==> config.mk <==
export PLATFORM = sky130hd
export DESIGN_NAME = acc_dispatcher
export DESIGN_NICKNAME = d
export VERILOG_FILES = /design/src/design/acc_disp_pkg.sv /design/src/design/acc_queue_if.sv /design/src/design/acc_dispatcher.sv /design/src/design/acc_insn_queue.sv /design/src/design/acc_mem_tracker.sv /design/src/design/acc_req_stage.sv /design/src/design/acc_spec_tracker.sv
export SDC_FILE = /design/constraint.sdc
export NUM_CORES = 1
export LEC_CHECK = 0
export BUFFER_PORTS_ARGS = -buffer_cell sky130_fd_sc_hd__clkbuf_2
export CORE_MARGIN = 3
export CORE_UTILIZATION = 60
export DETAILED_ROUTE_END_ITERATION = 7
export PLACE_DENSITY = 0.91
export SETUP_SLACK_MARGIN = 0.3
export SYNTH_ARGS = -nofsm -noshare
export SYNTH_HDL_FRONTEND = slang
export SYNTH_HIERARCHICAL = 1
export SYNTH_SLANG_ARGS = --single-unit
==> constraint.sdc <==
create_clock -name clk_i -period 25.9 [get_ports clk_i]
set_input_delay 2.59 -clock clk_i [delete_from_list [all_inputs] [get_ports clk_i]]
set_output_delay 2.59 -clock clk_i [all_outputs]
set_load 0.1 [all_outputs]
==> src/design/acc_disp_pkg.sv <==
// Accelerator dispatcher definitions
`default_nettype none

package acc_disp_pkg;

  // Functional unit of the instruction at the issue port
  typedef enum logic [1:0] {
    FU_NONE  = 2'd0,
    FU_LOAD  = 2'd1,
    FU_STORE = 2'd2,
    FU_ACCEL = 2'd3
  } fu_e;

  // Memory class of an accelerator instruction
  typedef enum logic [1:0] {
    ACC_OP_OTHER = 2'd0,
    ACC_OP_LOAD  = 2'd1,
    ACC_OP_STORE = 2'd2
  } acc_op_e;

  // Operand and result width
  parameter int XLEN = 32;

  // Transaction ID width, 2**TRANS_ID_BITS scoreboard entries
  parameter int TRANS_ID_BITS = 3;

  // Entries in the instruction queue
  parameter int QUEUE_DEPTH = 3;

  // Width of each load/store counter
  parameter int CNT_WIDTH = 3;

  // Raw instruction word, always 32 bits
  parameter int INSN_WIDTH = 32;

endpackage : acc_disp_pkg

`default_nettype wire

==> src/design/acc_queue_if.sv <==
// Instruction queue head interface
`timescale 1ns/10ps
`default_nettype none

interface acc_queue_if
  import acc_disp_pkg::*;
#(
  parameter int XLen        = XLEN,
  parameter int TransIdBits = TRANS_ID_BITS
) ();

  // Head entry, valid while the queue is not empty
  logic                   head_valid;
  logic [INSN_WIDTH-1:0]  head_insn;
  logic [XLen-1:0]        head_rs1;
  logic [XLen-1:0]        head_rs2;
  logic [TransIdBits-1:0] head_trans_id;
  acc_op_e                head_op;
  // Head leaves the queue at this edge
  logic                   pop;

  modport queue (
    output head_valid, head_insn, head_rs1, head_rs2, head_trans_id, head_op,
    input  pop
  );

  modport req (
    input  head_valid, head_insn, head_rs1, head_rs2, head_trans_id, head_op,
    output pop
  );

  modport monitor (
    input head_valid, head_insn, head_rs1, head_rs2, head_trans_id, head_op, pop
  );

endinterface : acc_queue_if

`default_nettype wire

==> src/design/acc_dispatcher.sv <==
// Accelerator dispatcher top level
`timescale 1ns/10ps
`default_nettype none

module acc_dispatcher
  import acc_disp_pkg::*;
#(
  parameter int XLen        = XLEN,
  parameter int TransIdBits = TRANS_ID_BITS,
  parameter int QueueDepth  = QUEUE_DEPTH,
  parameter int CntWidth    = CNT_WIDTH
) (
  input  wire logic                   clk_i,
  input  wire logic                   rst_i,
  input  wire logic                   flush_i,
  input  wire logic                   cons_en_i,
  // Issue stage
  input  wire logic                   issue_valid_i,
  input  wire fu_e                    issue_fu_i,
  input  wire acc_op_e                issue_op_i,
  input  wire logic [INSN_WIDTH-1:0]  issue_insn_i,
  input  wire logic [XLen-1:0]        issue_rs1_i,
  input  wire logic [XLen-1:0]        issue_rs2_i,
  input  wire logic [TransIdBits-1:0] issue_trans_id_i,
  output logic                        issue_stall_o,
  // Commit stage
  input  wire logic                   commit_valid_i,
  input  wire logic [TransIdBits-1:0] commit_trans_id_i,
  input  wire logic                   commit_st_barrier_i,
  output logic                        halt_o,
  // Accelerator request
  output logic                        acc_req_valid_o,
  input  wire logic                   acc_req_ready_i,
  output logic [INSN_WIDTH-1:0]       acc_req_insn_o,
  output logic [XLen-1:0]             acc_req_rs1_o,
  output logic [XLen-1:0]             acc_req_rs2_o,
  output logic [TransIdBits-1:0]      acc_req_trans_id_o,
  // Accelerator response
  input  wire logic                   acc_resp_valid_i,
  input  wire logic [TransIdBits-1:0] acc_resp_trans_id_i,
  input  wire logic [XLen-1:0]        acc_resp_result_i,
  input  wire logic                   acc_resp_load_complete_i,
  input  wire logic                   acc_resp_store_complete_i,
  input  wire logic                   acc_resp_store_pending_i,
  // Writeback
  output logic                        result_valid_o,
  output logic [TransIdBits-1:0]      result_trans_id_o,
  output logic [XLen-1:0]             result_o
);

  logic push;
  logic queue_ready;
  logic head_ready;

  acc_queue_if #(
    .XLen        (XLen),
    .TransIdBits (TransIdBits)
  ) queue_bus ();

  // Accepted accelerator issue enters the queue
  assign push = issue_valid_i & ~issue_stall_o & (issue_fu_i == FU_ACCEL);

  acc_insn_queue #(
    .XLen        (XLen),
    .TransIdBits (TransIdBits),
    .QueueDepth  (QueueDepth)
  ) insn_queue_i (
    .clk_i      (clk_i),
    .rst_i      (rst_i),
    .flush_i    (flush_i),
    .push_i     (push),
    .insn_i     (issue_insn_i),
    .rs1_i      (issue_rs1_i),
    .rs2_i      (issue_rs2_i),
    .trans_id_i (issue_trans_id_i),
    .op_i       (issue_op_i),
    .ready_o    (queue_ready),
    .q          (queue_bus.queue)
  );

  acc_spec_tracker #(
    .TransIdBits (TransIdBits)
  ) spec_tracker_i (
    .clk_i             (clk_i),
    .rst_i             (rst_i),
    .flush_i           (flush_i),
    .push_i            (push),
    .push_trans_id_i   (issue_trans_id_i),
    .commit_valid_i    (commit_valid_i),
    .commit_trans_id_i (commit_trans_id_i),
    .head_ready_o      (head_ready),
    .q                 (queue_bus.monitor)
  );

  acc_req_stage #(
    .XLen        (XLen),
    .TransIdBits (TransIdBits)
  ) req_stage_i (
    .clk_i              (clk_i),
    .rst_i              (rst_i),
    .head_ready_i       (head_ready),
    .q                  (queue_bus.req),
    .acc_req_valid_o    (acc_req_valid_o),
    .acc_req_ready_i    (acc_req_ready_i),
    .acc_req_insn_o     (acc_req_insn_o),
    .acc_req_rs1_o      (acc_req_rs1_o),
    .acc_req_rs2_o      (acc_req_rs2_o),
    .acc_req_trans_id_o (acc_req_trans_id_o)
  );

  acc_mem_tracker #(
    .CntWidth (CntWidth)
  ) mem_tracker_i (
    .clk_i            (clk_i),
    .rst_i            (rst_i),
    .flush_i          (flush_i),
    .cons_en_i        (cons_en_i),
    .issue_valid_i    (issue_valid_i),
    .issue_fu_i       (issue_fu_i),
    .issue_op_i       (issue_op_i),
    .queue_ready_i    (queue_ready),
    .load_complete_i  (acc_resp_load_complete_i),
    .store_complete_i (acc_resp_store_complete_i),
    .store_pending_i  (acc_resp_store_pending_i),
    .st_barrier_i     (commit_st_barrier_i),
    .issue_stall_o    (issue_stall_o),
    .halt_o           (halt_o),
    .q                (queue_bus.monitor)
  );

  // Results go back to the core unchanged
  assign result_valid_o    = acc_resp_valid_i;
  assign result_trans_id_o = acc_resp_trans_id_i;
  assign result_o          = acc_resp_result_i;

endmodule : acc_dispatcher

`default_nettype wire

==> src/design/acc_insn_queue.sv <==
// Accelerator instruction queue
`timescale 1ns/10ps
`default_nettype none

module acc_insn_queue
  import acc_disp_pkg::*;
#(
  parameter int XLen        = XLEN,
  parameter int TransIdBits = TRANS_ID_BITS,
  parameter int QueueDepth  = QUEUE_DEPTH
) (
  input  wire logic                   clk_i,
  input  wire logic                   rst_i,
  input  wire logic                   flush_i,
  input  wire logic                   push_i,
  input  wire logic [INSN_WIDTH-1:0]  insn_i,
  input  wire logic [XLen-1:0]        rs1_i,
  input  wire logic [XLen-1:0]        rs2_i,
  input  wire logic [TransIdBits-1:0] trans_id_i,
  input  wire acc_op_e                op_i,
  output logic                        ready_o,
  acc_queue_if.queue                  q
);

  localparam int PtrWidth = (QueueDepth > 1) ? $clog2(QueueDepth) : 1;
  localparam int UseWidth = $clog2(QueueDepth + 1);
  localparam logic [PtrWidth-1:0] LastIdx = PtrWidth'(QueueDepth - 1);

  // Entry storage
  logic [INSN_WIDTH-1:0]  insn_mem     [QueueDepth];
  logic [XLen-1:0]        rs1_mem      [QueueDepth];
  logic [XLen-1:0]        rs2_mem      [QueueDepth];
  logic [TransIdBits-1:0] trans_id_mem [QueueDepth];
  acc_op_e                op_mem       [QueueDepth];

  logic [PtrWidth-1:0] rd_ptr_q, wr_ptr_q;
  logic [UseWidth-1:0] usage_q;
  logic                do_push;

  // Not full, so an issue never has to wait on a pop
  assign ready_o = (usage_q != UseWidth'(QueueDepth));
  assign do_push = push_i & ready_o;

  // Head read straight from the storage
  assign q.head_valid    = (usage_q != '0);
  assign q.head_insn     = insn_mem[rd_ptr_q];
  assign q.head_rs1      = rs1_mem[rd_ptr_q];
  assign q.head_rs2      = rs2_mem[rd_ptr_q];
  assign q.head_trans_id = trans_id_mem[rd_ptr_q];
  assign q.head_op       = op_mem[rd_ptr_q];

  // Pointers and fill level
  always_ff @(posedge clk_i) begin
    if (rst_i || flush_i) begin
      rd_ptr_q <= '0;
      wr_ptr_q <= '0;
      usage_q  <= '0;
    end else begin
      if (do_push) begin
        wr_ptr_q <= (wr_ptr_q == LastIdx) ? '0 : wr_ptr_q + 1'b1;
      end
      if (q.pop) begin
        rd_ptr_q <= (rd_ptr_q == LastIdx) ? '0 : rd_ptr_q + 1'b1;
      end
      // Simultaneous push and pop keeps the level
      if (do_push && !q.pop) begin
        usage_q <= usage_q + 1'b1;
      end else if (q.pop && !do_push) begin
        usage_q <= usage_q - 1'b1;
      end
    end
  end

  // Payload write
  always_ff @(posedge clk_i) begin
    if (do_push) begin
      insn_mem[wr_ptr_q]     <= insn_i;
      rs1_mem[wr_ptr_q]      <= rs1_i;
      rs2_mem[wr_ptr_q]      <= rs2_i;
      trans_id_mem[wr_ptr_q] <= trans_id_i;
      op_mem[wr_ptr_q]       <= op_i;
    end
  end

endmodule : acc_insn_queue

`default_nettype wire

==> src/design/acc_mem_tracker.sv <==
// Accelerator load/store tracking
`timescale 1ns/10ps
`default_nettype none

module acc_mem_tracker
  import acc_disp_pkg::*;
#(
  parameter int CntWidth = CNT_WIDTH
) (
  input  wire logic    clk_i,
  input  wire logic    rst_i,
  input  wire logic    flush_i,
  input  wire logic    cons_en_i,
  input  wire logic    issue_valid_i,
  input  wire fu_e     issue_fu_i,
  input  wire acc_op_e issue_op_i,
  input  wire logic    queue_ready_i,
  input  wire logic    load_complete_i,
  input  wire logic    store_complete_i,
  input  wire logic    store_pending_i,
  input  wire logic    st_barrier_i,
  output logic         issue_stall_o,
  output logic         halt_o,
  acc_queue_if.monitor q
);

  logic [CntWidth-1:0] spec_ld_q, spec_st_q;
  logic [CntWidth-1:0] disp_ld_q, disp_st_q;
  logic                accel_issue;
  logic                issue_ld, issue_st;
  logic                disp_ld, disp_st;
  logic                ld_counted, st_counted;
  logic                wait_st_q;

  // Up/down step, both at once cancel out
  function automatic logic [CntWidth-1:0] cnt_step(input logic [CntWidth-1:0] cnt,
                                                   input logic inc,
                                                   input logic dec);
    logic [CntWidth-1:0] res;
    res = cnt;
    if (inc && !dec) begin
      res = cnt + 1'b1;
    end else if (dec && !inc) begin
      res = cnt - 1'b1;
    end
    return res;
  endfunction

  // Accepted accelerator issue and its memory class
  assign accel_issue = issue_valid_i & ~issue_stall_o & (issue_fu_i == FU_ACCEL);
  assign issue_ld    = accel_issue & (issue_op_i == ACC_OP_LOAD);
  assign issue_st    = accel_issue & (issue_op_i == ACC_OP_STORE);
  // Leaving the queue means dispatched
  assign disp_ld     = q.pop & (q.head_op == ACC_OP_LOAD);
  assign disp_st     = q.pop & (q.head_op == ACC_OP_STORE);

  assign ld_counted = (spec_ld_q != '0) | (disp_ld_q != '0);
  assign st_counted = (spec_st_q != '0) | (disp_st_q != '0);

  // Scalar memory ops wait for conflicting accelerator ones
  always_comb begin
    unique case (issue_fu_i)
      FU_ACCEL: issue_stall_o = ~queue_ready_i;
      FU_LOAD:  issue_stall_o = cons_en_i & st_counted;
      FU_STORE: issue_stall_o = cons_en_i & (ld_counted | st_counted);
      default:  issue_stall_o = 1'b0;
    endcase
  end

  // Speculative counts vanish on flush, dispatched ones do not
  always_ff @(posedge clk_i) begin
    if (rst_i) begin
      spec_ld_q <= '0;
      spec_st_q <= '0;
      disp_ld_q <= '0;
      disp_st_q <= '0;
    end else begin
      if (flush_i) begin
        spec_ld_q <= '0;
        spec_st_q <= '0;
      end else begin
        spec_ld_q <= cnt_step(spec_ld_q, issue_ld, disp_ld);
        spec_st_q <= cnt_step(spec_st_q, issue_st, disp_st);
      end
      disp_ld_q <= cnt_step(disp_ld_q, disp_ld, load_complete_i);
      disp_st_q <= cnt_step(disp_st_q, disp_st, store_complete_i);
    end
  end

  // Barrier holds the core until the accelerator drains its stores
  always_ff @(posedge clk_i) begin
    if (rst_i) begin
      wait_st_q <= 1'b0;
    end else begin
      wait_st_q <= (wait_st_q | st_barrier_i) & store_pending_i;
    end
  end

  assign halt_o = wait_st_q;

endmodule : acc_mem_tracker

`default_nettype wire

==> src/design/acc_req_stage.sv <==
// Accelerator request register
`timescale 1ns/10ps
`default_nettype none

module acc_req_stage
  import acc_disp_pkg::*;
#(
  parameter int XLen        = XLEN,
  parameter int TransIdBits = TRANS_ID_BITS
) (
  input  wire logic                   clk_i,
  input  wire logic                   rst_i,
  input  wire logic                   head_ready_i,
  acc_queue_if.req                    q,
  output logic                        acc_req_valid_o,
  input  wire logic                   acc_req_ready_i,
  output logic [INSN_WIDTH-1:0]       acc_req_insn_o,
  output logic [XLen-1:0]             acc_req_rs1_o,
  output logic [XLen-1:0]             acc_req_rs2_o,
  output logic [TransIdBits-1:0]      acc_req_trans_id_o
);

  logic                   valid_q;
  logic [INSN_WIDTH-1:0]  insn_q;
  logic [XLen-1:0]        rs1_q;
  logic [XLen-1:0]        rs2_q;
  logic [TransIdBits-1:0] trans_id_q;
  logic                   reg_free;
  logic                   load;

  // Register can take a new entry when empty or handing over this cycle
  assign reg_free = ~valid_q | acc_req_ready_i;
  // Only committed heads move into the register
  assign load     = q.head_valid & head_ready_i & reg_free;
  assign q.pop    = load;

  always_ff @(posedge clk_i) begin
    if (rst_i) begin
      valid_q <= 1'b0;
    end else if (load) begin
      valid_q <= 1'b1;
    end else if (acc_req_ready_i) begin
      valid_q <= 1'b0;
    end
  end

  // Payload held stable under back-pressure
  always_ff @(posedge clk_i) begin
    if (load) begin
      insn_q     <= q.head_insn;
      rs1_q      <= q.head_rs1;
      rs2_q      <= q.head_rs2;
      trans_id_q <= q.head_trans_id;
    end
  end

  assign acc_req_valid_o    = valid_q;
  assign acc_req_insn_o     = insn_q;
  assign acc_req_rs1_o      = rs1_q;
  assign acc_req_rs2_o      = rs2_q;
  assign acc_req_trans_id_o = trans_id_q;

endmodule : acc_req_stage

`default_nettype wire

==> src/design/acc_spec_tracker.sv <==
// Speculation tracker for queued instructions
`timescale 1ns/10ps
`default_nettype none

module acc_spec_tracker
  import acc_disp_pkg::*;
#(
  parameter int TransIdBits = TRANS_ID_BITS
) (
  input  wire logic                   clk_i,
  input  wire logic                   rst_i,
  input  wire logic                   flush_i,
  input  wire logic                   push_i,
  input  wire logic [TransIdBits-1:0] push_trans_id_i,
  input  wire logic                   commit_valid_i,
  input  wire logic [TransIdBits-1:0] commit_trans_id_i,
  output logic                        head_ready_o,
  acc_queue_if.monitor                q
);

  localparam int NumIds = 2 ** TransIdBits;

  // Received by the dispatcher but not yet committed
  logic [NumIds-1:0] pending_d, pending_q;
  // Committed and waiting to be dispatched
  logic [NumIds-1:0] ready_d, ready_q;
  logic              commit_hit;

  // Commit only counts for an ID the dispatcher holds
  assign commit_hit = commit_valid_i & pending_q[commit_trans_id_i];

  // Head may go once committed, including a commit in this very cycle
  assign head_ready_o = q.head_valid &
                        (ready_q[q.head_trans_id] |
                         (commit_hit & (commit_trans_id_i == q.head_trans_id)));

  always_comb begin
    pending_d = pending_q;
    ready_d   = ready_q;
    // Commit moves the ID from pending to ready
    if (commit_hit) begin
      pending_d[commit_trans_id_i] = 1'b0;
      ready_d[commit_trans_id_i]   = 1'b1;
    end
    // A popped head is no longer waiting
    if (q.pop) ready_d[q.head_trans_id] = 1'b0;
    // New instruction in the queue
    if (push_i) pending_d[push_trans_id_i] = 1'b1;
    // Flush drops everything the queue held
    if (flush_i) begin
      pending_d = '0;
      ready_d   = '0;
    end
  end

  always_ff @(posedge clk_i) begin
    if (rst_i) begin
      pending_q <= '0;
      ready_q   <= '0;
    end else begin
      pending_q <= pending_d;
      ready_q   <= ready_d;
    end
  end

endmodule : acc_spec_tracker

`default_nettype wire

* After elaboration in Yosys (flattened, before gate mapping) *
Memory sizes are Yosys's and may differ from the RTL's. A register that Yosys moved wholly into a read port is not among the register bits.
Index checks and enable logic that the tools add are counted.

word-level totals
  flip-flop bits (word level) = 39
  latch bits = 0
  bits in writable memories = 303
  ROM bits = 0
  bits of input ports = 153
  output and inout port bits = 138
  word-level logic and storage cells = 145
  memories = 5

memory list
  memory                     words  bits a word  read ports  clocked after Yosys merged registers in  write ports  RTL line              text
  insn_queue_i.insn_mem      3      32           1           1                                        1            acc_insn_queue.sv:30  logic [INSN_WIDTH-1:0] insn_mem [QueueDepth];
  insn_queue_i.rs1_mem       3      32           1           1                                        1            acc_insn_queue.sv:31  logic [XLen-1:0] rs1_mem [QueueDepth];
  insn_queue_i.rs2_mem       3      32           1           1                                        1            acc_insn_queue.sv:32  logic [XLen-1:0] rs2_mem [QueueDepth];
  insn_queue_i.trans_id_mem  3      3            1           1                                        1            acc_insn_queue.sv:33  logic [TransIdBits-1:0] trans_id_mem [QueueDepth];
  insn_queue_i.op_mem        3      2            1           1                                        1            acc_insn_queue.sv:34  acc_op_e op_mem [QueueDepth];

operators by class
  add/subtract/negate cells = 12
  multiply operators = 0
  div/mod/pow operators = 0
  order comparisons = 6
  equal/unequal tests = 11
  shift operators = 0
  multiplexer cells = 35
  bitwise logic cells = 30
  reductions and logical operators = 34

operators by type and width
  cell                                                               number
  2-to-1 mux 8 bit                                                   4
  2-to-1 mux 3 bit                                                   8
  AND 8 bit                                                          2
  2-to-1 mux 2 bit                                                   8
  inverter 8 bit                                                     2
  bitwise OR 8 bit                                                   2
  AND 1 bit                                                          15
  nonzero test 2 bit                                                 7
  logical AND 1 bit                                                  13
  adder 3 x 1 -> 3 bit, second input constant                        4
  equality test 2 bit, second input constant                         6
  less-than comparator 3 x 4 -> 1 bit, second input constant         3
  nonzero test 3 bit                                                 4
  subtractor 3 x 1 -> 3 bit, second input constant                   4
  demux 1 bit (select 3 bit)                                         3
  greater-or-equal comparator 3 x 1 -> 1 bit, second input constant  3
  2-to-1 mux 1 bit                                                   9
  logical NOT 1 bit                                                  8
  adder 2 x 1 -> 2 bit, second input constant                        3
  binary-select mux 1 bit (select 3 bit)                             2
  equality test 2 x 1 -> 1 bit, second input constant                3
  bitwise OR 1 bit                                                   6
  equality test 3 bit                                                1
  inverter 1 bit                                                     3
  other kinds (5)                                                    5

* Depth between registers and ports, before layout *
  depth in word-level cells = 13
  depth in mapped cells = 20
  gate-level depth less buffers = 17

* Cells and area by module *
Netlist, hierarchy kept.

by module, submodules not included
  module            instances  cells each  area each (sq um)  seq. area each (sq um)
  acc_insn_queue    1          675         11504.8            9258.9
  acc_req_stage     1          104         3035.4             2992.9
  acc_spec_tracker  1          123         997.2              320.3
  acc_mem_tracker   1          92          827.0              260.2
  acc_dispatcher    1          37          280.3              0.0

* Least setup slack after synthesis *
Ideal clock, no wire load.

  path kind = input to register
  from = in issue_fu_i[0]
  to = mem insn_queue_i.insn_mem[2][0], enable pin
  library setup time = 0.705 ns
  data arrival time = 11.519 ns
  required time = 25.195 ns
  path slack = 13.675 ns
  stages on the path = 8
  path buffers = 0
  cell sequence = inv_1 ha_1 nand2_1 a21oi_1 o21a_1 and4b_1 a21bo_2 nor3b_1

between the ends
  cells in the longest elaborated chain, start to end = 8
  elaborated cells between the ends (all ways) = 10
  classes of those cells = eq/ne: 3; mux: 3; bitwise: 4

ends and longest elaborated chain
  what                                                                        RTL line               text
  start: declaration                                                          acc_dispatcher.sv:19   input wire fu_e issue_fu_i,
  equality test 2 bit / equality test 2 x 1 -> 1 bit (equally long branches)  acc_mem_tracker.sv:62  unique case (issue_fu_i)
  one-hot mux 1 bit (3 select lines) *                                        acc_mem_tracker.sv:62
  net issue_stall_o                                                           acc_dispatcher.sv:25   output logic issue_stall_o,
  inverter 1 bit *                                                            acc_dispatcher.sv:61   assign push = issue_valid_i & ~issue_stall_o & (issue_fu_i == FU_ACCEL);
  AND 1 bit * (2 in a row)                                                    acc_dispatcher.sv:61
  net push                                                                    acc_dispatcher.sv:51   logic push;
  AND 1 bit *                                                                 acc_insn_queue.sv:42   assign do_push = push_i & ready_o;
  2-to-1 mux 1 bit *                                                          acc_insn_queue.sv:76   if (do_push) begin
  2-to-1 mux 1 bit (not written as such) *                                    acc_insn_queue.sv:77   insn_mem[wr_ptr_q] <= insn_i;
  end: declaration                                                            acc_insn_queue.sv:30

Mark *: on every way through the listed nets, which the timed path passes. The rest lies on a longest branch.

* Worst setup path after layout *
  from = in issue_fu_i[1]
  to = out issue_stall_o

between the ends
  cells in the longest elaborated chain, start to end = 2
  elaborated cells between the ends (all ways) = 4
  classes of those cells = eq/ne: 3; mux: 1

ends and longest elaborated chain
  what                                                                        RTL line
  equality test 2 bit / equality test 2 x 1 -> 1 bit (equally long branches)  acc_mem_tracker.sv:62
  one-hot mux 1 bit (3 select lines) *                                        acc_mem_tracker.sv:62
  end: declaration                                                            acc_dispatcher.sv:25

Every way passes the cells marked *; elsewhere a longest branch is shown, timed or not.

==> results_dict.tcl <==
set metrics [dict create \
    postCtsHoldBufs 0 \
    fin_cells 1635 \
    antenna_found_initial 4 \
    yosysTopAreaCell "edfxtp_1" \
    hold_violations 0 \
    ys_ff_latch 440 \
    fin_setup_tns_ns 0 \
    yosys.area_share.simple_pct 5.20 \
    design_area_um2 19100 \
    seq_area_frac_synth_pct 77.1 \
    cp.arrival_ns 3.87 \
    grt_usage_pct 20.7 \
    holdPathEnd "spec_tracker_i/ready_q[5]" \
    cts_buffer_depth 3 \
    max_slew_margin_pct 30.5 \
    drt.antenna.violating_nets 0 \
    grt_overflow 0 \
    synthAdderAreaFrac_pct 1.08 \
    holdWs_ns 0.444 \
    syn_inst 1031 \
    final_cell_mix "402 x edfxtp_1, 218 x clkbuf_2, 115 x nand2_1, 109 x mux2i_1, 94 x o21ai_1" \
    routedWlPerCell_um 19.2 \
    clkLatencyLatePin_ns 0.53 \
    regArea_um2 12800 \
    max-cap-violations 0 \
    end_kind "primary output" \
    ios 291 \
    synth_compound_area_share_pct 5.72 \
    syn-cell-area_um2 16600 \
    min_from "spec_tracker_i/ready_q[5]" \
    run_status "finished, final reports clean" \
    initial_core_util_pct 61.4 \
    avgSynthCellArea_um2 16.1 \
    num_rows 60 \
    num-fill-cells 1707 \
    final.setup.worst_slack_ns 19.44 \
    fin_nets 1392 \
    yosys-mux-area-fraction_pct 6.89 \
    crit_required_ns 23.31 \
    vias_per_cell 5.50 \
    cts_setup_buffers 0 \
    report.final.slew_viol_count 0 \
    hold_depth 2 \
    drive_gt1_share_pct 24.6 \
    fp.dieH_um 173 \
    hold_path.class "flip-flop to flip-flop" \
    synth_edf_count 402 \
    synth_area_leaders "edfxtp_1 73%, mux2i_1 6.6%, dfxtp_1 4.6%" \
    async_flop_share_pct 0 \
    drt_iter0_markers 955 \
    r2r-end "mem_tracker_i/spec_st_q[2]" \
    numCtsBuffers 42 \
    pre_cts_ws_ns 19.46 \
    grt_pass1_vias 9080 \
    cts_tree "yes" \
    die_w_um 173 \
    grt_first_pass_wirelength_um 49000 \
    reg2reg_setup_slack_ns 21.36 \
    synth_flop_cell "edfxtp_1" \
    route.detailed.drc 0 \
    clk_pin_slew_worst_paths_ns 0.06 \
    synth.distinct_cells 56 \
    rsz0062_at_grt "no" \
    multi_input_area_um2 3270 \
    cts_sinks 440 \
    grt_max_degree 73 \
    wl_um 31400 \
    p_per_area_nw_per_um2 72.3 \
    r2r_cells 15 \
    syn-num-nets 1196 \
    cp_max_fo 4 \
    synth_top_family_by_area "multiplexers" \
    synthToLayoutAreaGrowth_pct 14.8 \
    cts_root_buffer "clkbuf_16" \
    core_um2 27100 \
    worstSetupStartpointType "input pin" \
    critPathKind "input pin to primary output" \
    htree_num_levels 2 \
    yosysWarnings 6 \
    final.setup_skew_ns 0.0214 \
    place_inst 1555 \
    worstMarginPinSlew_ns 1.04 \
    io_buffers 218 \
    place_congestion 0.877 \
    setup_viol 0 \
    cts_resized 0 \
    first_pass_iters 6 \
    place_area_um2 17800 \
    yosysTopAreaCellShare_pct 72.5 \
    final_common_cell "edfxtp_1" \
    dp_hpwl_um 19500 \
    period_needed_ns 6.46 \
    die_area_um2 29800 \
    peakVddDrop_uv 56.2 \
    route.vias.total 8994 \
    finalCritPeriodShare_pct 24.9 \
    synthXorXnorAreaFrac_pct 0.684 \
    max_freq_mhz 155 \
    power.leakage_nw 6.51 \
]
[metrics by stage]
stage | utilization, % | power [mW]
final | 70.5 | 1.38
after global routing | 70.5 | 1.43
after CTS | 70.5 | 1.39
after detailed placement | 65.8 | 0.836
after global placement | 65.8 | 0.832
after floorplan | - | 0.843
[logic make-up after synthesis]
group	count (synthesis)
DFF	440
and+or+nand+nor	190
AOI/OAI and AO/OA	167
muxes	112
buffers and inverters	97
xor gates and xnor gates	13
adders and majority gates	12
[state kept, by name, summed over array words and instances, names as in the netlist, 2 cells and up, named ones only]
signal,count
spec_tracker_i/ready_q,8
mem_tracker_i/spec_st_q,3
req_stage_i/acc_req_insn_o,32
insn_queue_i/rs1_mem,96
req_stage_i/acc_req_rs2_o,32
insn_queue_i/trans_id_mem,9
insn_queue_i/insn_mem,96
mem_tracker_i/spec_ld_q,3
mem_tracker_i/disp_ld_q,3
insn_queue_i/wr_ptr_q,2
insn_queue_i/op_mem,6
req_stage_i/acc_req_rs1_o,32
mem_tracker_i/disp_st_q,3
req_stage_i/acc_req_trans_id_o,3
spec_tracker_i/pending_q,8
insn_queue_i/usage_q,2
insn_queue_i/rs2_mem,96
insn_queue_i/rd_ptr_q,2
[how the worst max path moves through the flow]
stage / depth (start not counted) / start / slack, ns / endpoint
after floorplan: 8 / issue_fu_i[0] / 13.68 / insn_queue_i/insn_mem[2][0]
after global placement: 7 / issue_fu_i[0] / 19.50 / issue_stall_o
after detailed placement: 7 / issue_fu_i[1] / 19.46 / issue_stall_o
after CTS: 7 / issue_fu_i[1] / 19.45 / issue_stall_o
after global routing: 7 / issue_fu_i[1] / 19.38 / issue_stall_o
final: 7 / issue_fu_i[1] / 19.44 / issue_stall_o
[worst max-delay path, cell delays in order]
cell and delay, ns:
clkbuf_2 0.12, inv_1 0.06, ha_1 0.30, nand2_1 0.06, a21oi_1 0.13, o21a_1 0.15, clkbuf_2 0.45
[Yosys cell counts (10+ instances only)]
cell type,instances
clkbuf_1,24
xor2_1,10
inv_1,19
buf_4,46
nor2_1,31
o21ai_1,94
edfxtp_1,402
dfxtp_1,38
o21ai_0,26
a21oi_1,21
nand2_1,115
mux2i_1,109
[routing by layer]
layer,part of all wire [%],vias up,track usage (%)
met5,0.067,-,0
met4,3.4,4,7.23
met3,7.1,87,4.46
met2,50,355,35.4
met1,39,4350,26.6
li1,-,4198,-
[power by group]
| group | switching, mW | internal, mW | leakage, nW |
|---|---|---|---|
| Clock | 0.243 | 0.319 | 0.612 |
| Combinational | 0.0227 | 0.0144 | 1.96 |
| Sequential | 0.00285 | 0.781 | 3.94 |
| Total | 0.268 | 1.11 | 6.51 |
[final cells by class]
type	instances	area share (%)
clock inverters	19	0.720
repair buffers	230	6.18
well taps	372	2.44
flip-flops and latches	440	67.2
inverters	19	0.386
clock buffers	59	5.95
multi-input cells	494	17.1
diodes	2	0.0262
Note: power is estimated with default switching activity, not from simulation.
